### config.mk
export PLATFORM = sky130hd
export DESIGN_NAME = eqSampleTop
export DESIGN_NICKNAME = d
export VERILOG_FILES = /design/src/common/audioPkg.sv /design/src/common/spiPkg.sv /design/src/hdl/i2sClockGen.sv /design/src/i2s/i2sChannelShifter.sv /design/src/i2s/i2sSampleRegister.sv /design/src/hdl/sampleCapture.sv /design/src/spi/spiSlave.sv /design/src/hdl/eqSampleTop.sv
export SDC_FILE = /design/constraint.sdc
export NUM_CORES = 1
export LEC_CHECK = 0
export BUFFER_PORTS_ARGS = -buffer_cell sky130_fd_sc_hd__buf_4
export CORE_ASPECT_RATIO = 0.7
export CORE_MARGIN = 2
export CORE_UTILIZATION = 60
export DETAILED_ROUTE_END_ITERATION = 10
export GPL_TIMING_DRIVEN = 0
export PLACE_DENSITY = 0.83
export SKIP_LAST_GASP = 1
export SYNTH_ARGS = -nofsm -noshare
export SYNTH_HDL_FRONTEND = slang
export SYNTH_SLANG_ARGS = --single-unit
### constraint.sdc
create_clock -name clk -period 15.2 [get_ports clk]
set_clock_uncertainty 0.05 [all_clocks]
set_input_delay 1.52 -clock clk [delete_from_list [all_inputs] [get_ports clk]]
set_output_delay 1.52 -clock clk [all_outputs]
set_load 0.02 [all_outputs]
### src/common/audioPkg.sv
package audioPkg;

	////////////////////////////////////////////////////////////
	// sample format
	////////////////////////////////////////////////////////////

	// bits per channel, PCM1808 delivers 24
	localparam int SampleWidth = 24;

	// stereo ADC
	localparam int NumChannels = 2;

	// channel index, 0 while lrck is low
	localparam int LeftChannel = 0;
	localparam int RightChannel = 1;

	////////////////////////////////////////////////////////////
	// frame timing
	////////////////////////////////////////////////////////////

	// frame counter, 256 clk per lrck period plus one spare bit
	localparam int PrescalerWidth = 9;

	// data slots inside each lrck half, slot 0 is the lrck edge
	localparam int FirstSlot = 1;
	localparam int LastSlot = 24;

	// slot where both channels are complete and get latched
	localparam int StrobeSlot = 25;

	// one channel sample
	typedef logic [SampleWidth-1:0] sampleT;

endpackage

### src/common/spiPkg.sv
package spiPkg;

	////////////////////////////////////////////////////////////
	// MCU readout port
	////////////////////////////////////////////////////////////

	// equalizer coefficient word shifted in on sdi
	localparam int CoeffWidth = 32;

	// sample byte shifted out on sdo
	localparam int ByteWidth = 8;

	// flops in front of sck, sdi and load
	localparam int SyncStages = 2;

	// coefficient word, MSB arrives first
	typedef logic [CoeffWidth-1:0] coeffT;

	// readout byte, MSB leaves first
	typedef logic [ByteWidth-1:0] byteT;

endpackage

### src/hdl/i2sClockGen.sv
`timescale 1ns/1ps

module i2sClockGen
(
	input logic clk,
	input logic reset,
	output logic scki,
	output logic bck,
	output logic lrck,
	output logic shiftEnable,
	output logic sampleStrobe
);
	import audioPkg::*;

	// slot number is prescaler bits 6 to 2 with 32 slots per lrck half
	localparam int SlotWidth = 5;
	localparam logic [SlotWidth-1:0] FirstSlotCode = SlotWidth'(FirstSlot);
	localparam logic [SlotWidth-1:0] LastSlotCode = SlotWidth'(LastSlot);
	localparam logic [SlotWidth-1:0] StrobeSlotCode = SlotWidth'(StrobeSlot);

	logic [PrescalerWidth-1:0] prescaler;
	logic [1:0] phase;
	logic [SlotWidth-1:0] slot;
	logic dataSlot;

	// free running frame counter
	always_ff @(posedge clk)
	begin
		if (reset)
			prescaler <= '0;
		else
			prescaler <= prescaler + PrescalerWidth'(1);
	end

	// ADC system clock is clk itself at 256 fs
	assign scki = clk;
	// 64 fs bit clock and fs word clock
	assign bck = prescaler[1];
	assign lrck = prescaler[7];

	// position inside one bck period and inside one lrck half
	assign phase = prescaler[1:0];
	assign slot = prescaler[6:2];
	assign dataSlot = (slot >= FirstSlotCode) && (slot <= LastSlotCode);

	// phase 1 is the last clk before bck rises
	assign shiftEnable = dataSlot && (phase == 2'd1);

	// prescaler 228 is slot 25 of the right half at phase 0
	assign sampleStrobe = lrck && (slot == StrobeSlotCode) && (phase == 2'd0);

	// latch point lies outside every data slot
	strobeNotShift: assert property (@(posedge clk) disable iff (reset)
		!(sampleStrobe && shiftEnable))
		else $error("sampleStrobe overlaps shiftEnable");

endmodule

### src/i2s/i2sChannelShifter.sv
`timescale 1ns/1ps

module i2sChannelShifter
#(
	parameter int ChannelSel = audioPkg::LeftChannel,
	parameter int SampleWidth = audioPkg::SampleWidth
)
(
	input logic clk,
	input logic reset,
	input logic din,
	input logic lrck,
	input logic shiftEnable,
	output audioPkg::sampleT shiftWord
);
	import audioPkg::*;

	// lrck level that selects this channel
	localparam logic SelLevel = (ChannelSel == RightChannel);
	// data bits in one lrck half
	localparam int SlotsPerHalf = LastSlot - FirstSlot + 1;
	localparam int CountWidth = $clog2(SlotsPerHalf + 1);

	logic selected;
	logic [CountWidth-1:0] bitCount;

	assign selected = (lrck == SelLevel);

	// MSB first, so each new bit enters at the bottom
	always_ff @(posedge clk)
	begin
		if (selected && shiftEnable)
			shiftWord <= {shiftWord[SampleWidth-2:0], din};
	end

	// bits taken in the current half, cleared in the other channel's half
	always_ff @(posedge clk)
	begin
		if (reset || !selected)
			bitCount <= '0;
		else if (shiftEnable)
			bitCount <= bitCount + CountWidth'(1);
	end

	// never more than one sample's worth of bits per lrck half
	shiftLimit: assert property (@(posedge clk) disable iff (reset)
		(selected && shiftEnable) |-> (bitCount < CountWidth'(SlotsPerHalf)))
		else $error("channel %0d shifted past %0d bits", ChannelSel, SlotsPerHalf);

endmodule

### src/i2s/i2sSampleRegister.sv
`timescale 1ns/1ps

module i2sSampleRegister
#(
	parameter int SampleWidth = audioPkg::SampleWidth
)
(
	input logic clk,
	input logic reset,
	input logic sampleStrobe,
	input audioPkg::sampleT leftShift,
	input audioPkg::sampleT rightShift,
	output audioPkg::sampleT left,
	output audioPkg::sampleT right
);

	////////////////////////////////////////////////////////////
	// frame latch
	////////////////////////////////////////////////////////////

	// both words move together on the one strobe per frame
	// so left and right always come from the same lrck period
	always_ff @(posedge clk)
	begin
		if (reset)
		begin
			left <= SampleWidth'(0);
			right <= SampleWidth'(0);
		end
		else if (sampleStrobe)
		begin
			left <= leftShift;
			right <= rightShift;
		end
	end

endmodule

### src/hdl/sampleCapture.sv
`timescale 1ns/1ps

module sampleCapture
#(
	parameter int SampleWidth = audioPkg::SampleWidth
)
(
	input logic clk,
	input logic reset,
	input audioPkg::sampleT left,
	input logic loadSync,
	output logic done,
	output spiPkg::byteT sampleByte
);
	import spiPkg::*;

	// top byte of the left word, follows it while load is high
	byteT trackByte;

	// load high tracks, load low freezes and flags done
	always_ff @(posedge clk)
	begin
		if (reset)
		begin
			trackByte <= '0;
			done <= 1'b0;
		end
		else if (loadSync)
		begin
			trackByte <= left[SampleWidth-1 -: ByteWidth];
			done <= 1'b0;
		end
		else
			done <= 1'b1;
	end

	// trackByte stops moving once load is low, so this holds the frozen byte
	always_ff @(posedge clk)
	begin
		if (!loadSync)
			sampleByte <= trackByte;
	end

	// done drops the cycle after load comes back
	doneClearsOnLoad: assert property (@(posedge clk) disable iff (reset)
		loadSync |=> !done)
		else $error("done high after loadSync");

endmodule

### src/spi/spiSlave.sv
`timescale 1ns/1ps

module spiSlave
#(
	parameter int CoeffWidth = spiPkg::CoeffWidth
)
(
	input logic clk,
	input logic reset,
	input logic sck,
	input logic sdi,
	input logic load,
	input logic done,
	input spiPkg::byteT sampleByte,
	output logic loadSync,
	output logic sdo,
	output spiPkg::coeffT coeffs
);
	import spiPkg::*;

	// bit positions of the three pins inside one synchronizer stage
	localparam int SckBit = 2;
	localparam int SdiBit = 1;
	localparam int LoadBit = 0;

	logic [SyncStages-1:0][2:0] syncPipe;
	logic sckSync;
	logic sdiSync;
	logic sckPrev;
	logic sckRise;
	logic sckFall;
	logic donePrev;
	logic doneRise;
	byteT shiftOut;

	////////////////////////////////////////////////////////////
	// pin synchronizers and edge detect
	////////////////////////////////////////////////////////////

	// one chain for sck, sdi and load keeps sdi aligned with sck
	always_ff @(posedge clk)
	begin
		syncPipe[0] <= {sck, sdi, load};
		for (int i = 1; i < SyncStages; i++)
			syncPipe[i] <= syncPipe[i-1];
		sckPrev <= sckSync;
	end

	assign sckSync = syncPipe[SyncStages-1][SckBit];
	assign sdiSync = syncPipe[SyncStages-1][SdiBit];
	assign loadSync = syncPipe[SyncStages-1][LoadBit];

	// pin edge acts on the 3rd clk after two sync flops and the action register
	assign sckRise = sckSync && !sckPrev;
	assign sckFall = !sckSync && sckPrev;

	// done comes from sampleCapture in this clock domain
	always_ff @(posedge clk)
	begin
		if (reset)
			donePrev <= 1'b0;
		else
			donePrev <= done;
	end

	assign doneRise = done && !donePrev;

	////////////////////////////////////////////////////////////
	// coefficient shift-in
	////////////////////////////////////////////////////////////

	// MCU sets sdi before the sck rise with the MSB first
	always_ff @(posedge clk)
	begin
		if (reset)
			coeffs <= '0;
		else if (sckRise)
			coeffs <= {coeffs[CoeffWidth-2:0], sdiSync};
	end

	////////////////////////////////////////////////////////////
	// sample byte shift-out
	////////////////////////////////////////////////////////////

	// new capture puts the MSB on sdo before the first sck rise
	// each sck fall then moves the next bit up
	always_ff @(posedge clk)
	begin
		if (reset)
			shiftOut <= '0;
		else if (doneRise)
			shiftOut <= sampleByte;
		else if (sckFall)
			shiftOut <= {shiftOut[ByteWidth-2:0], 1'b0};
	end

	assign sdo = shiftOut[ByteWidth-1];

endmodule

### src/hdl/eqSampleTop.sv
`timescale 1ns/1ps

module eqSampleTop
#(
	parameter int SampleWidth = audioPkg::SampleWidth,
	parameter int CoeffWidth = spiPkg::CoeffWidth
)
(
	input logic clk,
	input logic reset,
	input logic din,
	input logic sck,
	input logic sdi,
	input logic load,
	output logic bck,
	output logic lrck,
	output logic scki,
	output logic sdo,
	output logic done,
	output audioPkg::sampleT left,
	output audioPkg::sampleT right,
	output spiPkg::coeffT coeffs
);
	import audioPkg::*;
	import spiPkg::*;

	logic shiftEnable;
	logic sampleStrobe;
	logic loadSync;
	sampleT shiftWords [NumChannels];
	byteT sampleByte;

	////////////////////////////////////////////////////////////
	// I2S capture
	////////////////////////////////////////////////////////////

	// ADC clocks and the shift/latch strobes
	i2sClockGen i2sClockGen_inst (
		.clk(clk),
		.reset(reset),
		.scki(scki),
		.bck(bck),
		.lrck(lrck),
		.shiftEnable(shiftEnable),
		.sampleStrobe(sampleStrobe)
	);

	// one shifter per lrck half, index picks the lrck level
	for (genvar ch = 0; ch < NumChannels; ch++)
	begin : genShifter
		i2sChannelShifter #(
			.ChannelSel(ch),
			.SampleWidth(SampleWidth)
		) i2sChannelShifter_inst (
			.clk(clk),
			.reset(reset),
			.din(din),
			.lrck(lrck),
			.shiftEnable(shiftEnable),
			.shiftWord(shiftWords[ch])
		);
	end

	// paired left/right words, once per frame
	i2sSampleRegister #(
		.SampleWidth(SampleWidth)
	) i2sSampleRegister_inst (
		.clk(clk),
		.reset(reset),
		.sampleStrobe(sampleStrobe),
		.leftShift(shiftWords[LeftChannel]),
		.rightShift(shiftWords[RightChannel]),
		.left(left),
		.right(right)
	);

	////////////////////////////////////////////////////////////
	// MCU readout
	////////////////////////////////////////////////////////////

	// load/done handshake on the left word
	sampleCapture #(
		.SampleWidth(SampleWidth)
	) sampleCapture_inst (
		.clk(clk),
		.reset(reset),
		.left(left),
		.loadSync(loadSync),
		.done(done),
		.sampleByte(sampleByte)
	);

	// sck/sdi/load come in here, load goes back out synchronized
	spiSlave #(
		.CoeffWidth(CoeffWidth)
	) spiSlave_inst (
		.clk(clk),
		.reset(reset),
		.sck(sck),
		.sdi(sdi),
		.load(load),
		.done(done),
		.sampleByte(sampleByte),
		.loadSync(loadSync),
		.sdo(sdo),
		.coeffs(coeffs)
	);

endmodule

==> impl_metrics.env, run 1 <==
export IMPL_cp_data_required_time_ps=13630
export IMPL_num_vias=4192
export IMPL_yosysWarningCount=0
export IMPL_slew_violations=0
export IMPL_hold_buffers=0
export IMPL_synthTopCellsByArea="dfxtp_1, edfxtp_1, nand2b_1, mux2i_1, nand2_1"
export IMPL_fin_area_sq_um=7720
export IMPL_grt_total_usage=0.229
export IMPL_nets=661
export IMPL_grt_ovfl_total=0
export IMPL_synth_top_area_frac=0.366
export IMPL_synth_edff_count=56
export IMPL_crit_arrival_ps=8110
export IMPL_critPathMaxFanout=2
export IMPL_die_y_um=88.9
export IMPL_post_cts_buffers=0
export IMPL_end_kind="output pin"
export IMPL_first_iter_violations=372
export IMPL_tightest_slew_ps=657
export IMPL_async_flop_share=0
export IMPL_pin_count=91
export IMPL_combinationalPowerShare=0.031
export IMPL_antenna_cells=0
export IMPL_yosysSeqAreaShare=0.638
export IMPL_drive_gt1_frac=0.206
export IMPL_die_w_um=125
export IMPL_placed_cells=758
export IMPL_clk_latency_ps=530
export IMPL_syn_area_per_cell_sq_um=11.5
export IMPL_initial_core_util=0.626
export IMPL_leakage_nw=2.85
export IMPL_finalWirelength_mm=12.4
export IMPL_wl_per_cell_um=15.7
export IMPL_critPathLaunchType="clock port"
export IMPL_antenna_found_initial=0
export IMPL_gp_congestion=0.846
export IMPL_synth_area_sq_um=6180
export IMPL_timing_hold_violations_final=0
export IMPL_dp_hpwl_mm=8.20
export IMPL_final_util=0.782
export IMPL_avgViaCountPerCell=5.29
export IMPL_syn_nets=546
export IMPL_grt_setup_unrepaired="no"
export IMPL_status="finished, final reports clean"
export IMPL_grt_max_degree=17
export IMPL_syn_inst=537
export IMPL_seq_power_share=0.484
export IMPL_cts_tree="yes"
export IMPL_vdd_drop_max_uv=88.9
export IMPL_drc=0
export IMPL_reg2reg_setup_slack_ps=12550
export IMPL_rr_worst_depth=5
export IMPL_place_area_sq_um=7060
export IMPL_cts_resized=0
export IMPL_hold_class="register to register"
export IMPL_intPower_mw=0.771
export IMPL_power_density_nw_per_um2=127
export IMPL_yosysTopAreaCell="dfxtp_1"
export IMPL_place_port_buffers=89
export IMPL_dieArea_sq_um=11100
export IMPL_worstSetupPathType="clock port to output pin"
export IMPL_hold_ws_ps=281
export IMPL_drt_pass1_iterations=5
export IMPL_fill_cells=632
export IMPL_max_slew_margin=0.561
export IMPL_core_sq_um=9870
export IMPL_reg2reg_to="genShifter[0].i2sChannelShifter_inst.shiftWord[12]"
export IMPL_clk_pin_slew_ps=60
export IMPL_p_clk_frac=0.485
export IMPL_area_delta_synth_final_pct=24.9
export IMPL_drt_antenna_violating_nets=0
export IMPL_swShare=0.210
export IMPL_multiInputGateArea_sq_um=2050
export IMPL_max_cap_viol_count=0
export IMPL_grt_pass1_wl_mm=19.7
export IMPL_grt_pass1_vias=4007
export IMPL_setup_tns_ps=0
export IMPL_setup_viol=0
export IMPL_synth_cell_types=32
export IMPL_synth_seq_cells=169
export IMPL_switchingPower_mw=0.205
export IMPL_hold_depth=0
export IMPL_seqCellArea_sq_um=3940
export IMPL_final_cells=793
export IMPL_placementRows=30
export IMPL_min_to="spiSlave_inst.sckSync"
export IMPL_r2r_start="i2sClockGen_inst.prescaler[3]"
export IMPL_hp_start="spiSlave_inst.syncPipe[2]"
export IMPL_ys_flop_type="dfxtp_1"
sequential cells by signal, summed over array words and instances (netlist names), 3 cells and up:
signal and count:
genShifter.i2sChannelShifter_inst.shiftWord 48, i2sSampleRegister_inst.left 24, sampleCapture_inst.trackByte 8, spiSlave_inst.syncPipe 3, spiSlave_inst.coeffs 32, spiSlave_inst.shiftOut 8, i2sClockGen_inst.prescaler 8, i2sSampleRegister_inst.right 24
sampleCapture_inst.sampleByte 8
cell type report:
cell class                      count  share of cell area
Multi-Input combinational cell    329               0.266
Clock inverter                     10              0.0112
Timing Repair Buffer               92              0.0898
Clock buffer                       26              0.0751
Inverter                            4             0.00195
Buffer                             35              0.0242
Sequential cell                   169               0.511
Tap cell                          128              0.0208
routing by layer:
metal | part of all wire | vias to the layer above | track usage | routed length, um
li1 | - | 2032 | - | -
met1 | 0.47 | 2023 | 0.302 | 5820
met2 | 0.47 | 119 | 0.352 | 5790
met3 | 0.055 | 18 | 0.0820 | 678
met4 | 0.012 | 0 | 0.0970 | 151
met5 | 0 | - | 0 | 0
kinds of logic after synthesis:
| logic type | after synthesis | share of synthesized area |
|---|---|---|
| multiplexers | 57 | 0.0923 |
| XOR/XNOR | 3 | 0.00425 |
| flip-flops | 169 | 0.638 |
| AO/OA/AOI/OAI | 47 | 0.0439 |
| adder cells (fa/ha/maj) | 3 | 0.00607 |
| AND/OR/NAND/NOR | 219 | 0.183 |
| buffers and inverters | 39 | 0.0326 |
power by group through the flow:
| stage | clock [mW] | combinational (mW) | sequential [mW] |
|---|---|---|---|
| after detailed placement | 0.0114 | 0.0293 | 0.483 |
| after CTS | 0.479 | 0.0298 | 0.473 |
| final | 0.474 | 0.0298 | 0.473 |
| after floorplan | 0.00769 | 0.0199 | 0.483 |
| after global routing | 0.498 | 0.0327 | 0.473 |
| after global placement | 0.0114 | 0.0278 | 0.483 |
worst max-delay path by stage:
stage | start | to | cells after the start
after floorplan | clk | scki | 1
after global placement | clk | scki | 2
after CTS | clk | scki | 4
final | clk | scki | 4
after detailed placement | clk | scki | 2
after global routing | clk | scki | 4
critical path, stage by stage:
cell       delay [ps]
clkbuf_16         120
clkbuf_16         130
buf_4             120
buf_4             140
metrics by stage:
step	power (mW)	setup WS (ps)
finish	0.976	5520
global route	1.00	5520
CTS	0.982	5520
detailed placement	0.523	5780
global placement	0.522	5780
floorplan	0.511	5900
synth_stat cells (2+ instances only):
cell type  count
nand3_1        4
buf_4          3
mux2i_1       57
a211oi_1       2
nor2_1        17
buf_2          3
buf_1          3
buf_12         2
nand2_1       81
nor2b_1        5
a21oi_1       35
clkbuf_1      23
edfxtp_1      56
nor3_1         7
xor2_1         2
a311oi_1       6
dfxtp_1      113
ha_1           3
inv_1          4
nand2b_1      99
placed cells by master, fill, tap and decap left out, types with 2 or more instances in the layout:
cell and instances:
nor2b_1 5, buf_12 2, a311oi_1 6, inv_1 4
xor2_1 2, inv_6 2, buf_1 3, nand3_1 4
nor3_1 7, clkinv_2 3, a21oi_1 35, ha_1 3
nor2_1 17, inv_4 2, mux2i_1 57, dfxtp_1 113
nand2_1 81, clkbuf_16 22, nand2b_1 99, clkbuf_1 25
buf_2 5, edfxtp_1 56, buf_4 93
(Power assumes the default switching activity.)
==> run 2: changes to the inputs <==
--- a/config.mk
+++ b/config.mk
@@ -5,13 +5,14 @@
 export SDC_FILE = /design/constraint.sdc
 export NUM_CORES = 1
 export LEC_CHECK = 0
+export ABC_AREA = 1
 export BUFFER_PORTS_ARGS = -buffer_cell sky130_fd_sc_hd__buf_4
 export CORE_ASPECT_RATIO = 0.7
 export CORE_MARGIN = 2
-export CORE_UTILIZATION = 60
+export CORE_UTILIZATION = 51
 export DETAILED_ROUTE_END_ITERATION = 10
 export GPL_TIMING_DRIVEN = 0
-export PLACE_DENSITY = 0.83
+export PLACE_DENSITY = 0.75
 export SKIP_LAST_GASP = 1
 export SYNTH_ARGS = -nofsm -noshare
 export SYNTH_HDL_FRONTEND = slang
==> constraint.sdc (replaced) <==
create_clock -name clk -period 8.75 [get_ports clk]
set_clock_uncertainty 0.05 [all_clocks]
set_input_delay 0.875 -clock clk [delete_from_list [all_inputs] [get_ports clk]]
set_output_delay 0.875 -clock clk [all_outputs]
set_load 0.02 [all_outputs]
==> run 2 against run 1 <==
Synthesized cell count grew 28%. Largest cell class unchanged. Setup slack worse by 2600 ps. Via count is 12% higher. Routed wire length rose by 0.41%. Critical endpoint unchanged. First-iteration DRC count shrank 16%. Count of clock-buffer cells in the layout rose by 5. Non-clock buffer count is 1 higher. Worst hold slack worse by 3.8 ps. Die area grew 16%. Combinational power increased to 2.8 times the previous value. Clock power up 68%.
==> impl_metrics.env, run 2 <==
export IMPL_syn_inst=687
export IMPL_grt_pass1_vias=4266
export IMPL_avgViaCountPerCell=4.84
export IMPL_synth_seq_cells=169
export IMPL_yosysMostFrequentCell="nor2_1"
export IMPL_pin_count=91
export IMPL_placementRows=33
export IMPL_critPathLaunchType="clock port"
export IMPL_tightest_slew_ps=476
export IMPL_ys_flop_type="dfxtp_1"
export IMPL_nets=810
export IMPL_synth_top_area_frac=0.368
export IMPL_max_cap_viol_count=0
export IMPL_timing_hold_violations_final=0
export IMPL_yosys_top_cells_count="nor2_1, dfxtp_1, nand3_1, nand2_1, inv_1"
export IMPL_grt_total_usage=0.203
export IMPL_num_vias=4699
export IMPL_initial_core_util=0.524
export IMPL_yosysSeqAreaShare=0.642
export IMPL_die_w_um=135
export IMPL_antenna_found_initial=0
export IMPL_clk_latency_ps=530
export IMPL_worstSetupPathType="clock port to output pin"
export IMPL_regMostFlops="genShifter.i2sChannelShifter_inst.shiftWord"
export IMPL_area_delta_synth_final_pct=25.2
export IMPL_synth_cell_types=18
export IMPL_critPathMaxFanout=2
export IMPL_core_sq_um=11700
export IMPL_drc=0
export IMPL_hold_depth=0
export IMPL_hold_buffers=0
export IMPL_hp_start="spiSlave_inst.syncPipe[1]"
export IMPL_die_y_um=95.8
export IMPL_grt_ovfl_total=0
export IMPL_syn_nets=696
export IMPL_dp_hpwl_mm=8.57
export IMPL_slew_violations=0
export IMPL_gp_congestion=0.801
export IMPL_post_cts_buffers=0
export IMPL_cts_tree="yes"
export IMPL_async_flop_share=0
export IMPL_drt_pass1_iterations=5
export IMPL_mostFrequentLayoutCells="nor2_1, dfxtp_1, buf_4"
export IMPL_layout_commonest_cell="nor2_1"
export IMPL_status="finished, final reports clean"
export IMPL_cp_data_required_time_ps=7830
export IMPL_grt_setup_unrepaired="no"
export IMPL_hold_ws_ps=277
export IMPL_antenna_cells=0
export IMPL_place_port_buffers=90
export IMPL_yosysTopAreaCell="dfxtp_1"
export IMPL_yosysWarningCount=0
export IMPL_grt_pass1_wl_mm=20.3
export IMPL_setup_tns_ps=0
export IMPL_first_iter_violations=313
export IMPL_cts_resized=0
export IMPL_vdd_drop_max_uv=234
export IMPL_max_slew_margin=0.681
export IMPL_reg2reg_setup_slack_ps=6930
export IMPL_drt_antenna_violating_nets=0
export IMPL_crit_arrival_ps=4880
export IMPL_end_kind="output pin"
export IMPL_rr_worst_depth=8
export IMPL_synthTopCellsByArea="dfxtp_1, edfxtp_1, nor2_1, nand3_1, nand2_1"
export IMPL_r2r_start="i2sClockGen_inst.prescaler[1]"
export IMPL_largest_register_ffs=48
export IMPL_min_to="spiSlave_inst.sdiSync"
export IMPL_finalWirelength_mm=12.5
export IMPL_power_density_nw_per_um2=224
export IMPL_synth_area_sq_um=6140
export IMPL_largest_registers="genShifter.i2sChannelShifter_inst.shiftWord (48), spiSlave_inst.coeffs (32)"
export IMPL_drive_gt1_frac=0.178
export IMPL_leakage_nw=3.42
export IMPL_syn_area_per_cell_sq_um=8.94
export IMPL_synth_edff_count=56
export IMPL_dieArea_sq_um=13000
export IMPL_hold_class="register to register"
export IMPL_clk_pin_slew_ps=60
export IMPL_setup_viol=0
export IMPL_wl_per_cell_um=12.9
export IMPL_reg2reg_to="i2sSampleRegister_inst.right[0]"
export IMPL_grt_max_degree=21
-- run 2: power breakdown --
| part | internal, mW | switching [mW] | total, mW |
|---|---|---|---|
| combinational | 0.0309 | 0.0539 | 0.0848 |
| clock | 0.490 | 0.307 | 0.796 |
| sequential | 0.827 | 0.0123 | 0.840 |
-- run 2: critical path, stage by stage --
cell,delay (ps)
clkbuf_16,120
clkbuf_16,130
buf_4,120
buf_4,140
-- run 2: cell type report --
type	count	area [sq um]
well taps	157	196
multi-input cells	405	1720
flip-flops and latches	169	3940
clock buffers	31	618
repair buffers	91	698
plain buffers	37	195
inverters	76	285
clock inverters	5	31.3
fillers	952	4040
-- run 2: per-layer routing --
layer / track usage / vias up / wire, um
met5: 0 / - / 0
met4: 0.0634 / 0 / 131
met3: 0.0658 / 14 / 640
met2: 0.315 / 108 / 5680
met1: 0.274 / 2189 / 6030
li1: - / 2388 / -
-- run 2: worst max-delay path by stage --
| stage | cells past startpoint | slack, ps | end | from |
|---|---|---|---|---|
| 3_5_place_dp | 2 | 3200 | scki | clk |
| 2_1_floorplan | 1 | 3320 | scki | clk |
| 3_3_place_gp | 2 | 3200 | scki | clk |
| 4_1_cts | 4 | 2940 | scki | clk |
| 6_report | 4 | 2950 | scki | clk |
| 5_1_grt | 4 | 2940 | scki | clk |
-- run 2: per-stage QoR --
| step | worst slack (ps) | instances | utilization | instance area [sq um] | total power [mW] |
|---|---|---|---|---|---|
| 6_report | 2950 | 971 | 0.656 | 7690 | 1.72 |
| 5_1_grt | 2940 | 971 | 0.656 | 7690 | 1.78 |
| 4_1_cts | 2940 | 971 | 0.656 | 7690 | 1.73 |
| 3_5_place_dp | 3200 | 936 | 0.601 | 7050 | 0.961 |
| 3_3_place_gp | 3200 | 934 | 0.598 | 7010 | 0.957 |
| 2_1_floorplan | 3320 | 687 | - | 6140 | 0.921 |
-- run 2: cell families (layout without fill, tap and decap cells) --
kind of cell,Yosys count,count (layout),synth area share
fa+ha+maj,3,3,0.00611
buf+inv,113,240,0.0782
xor+xnor,1,1,0.00143
compound gates,54,54,0.0440
simple gates,347,347,0.228
flops,169,169,0.642
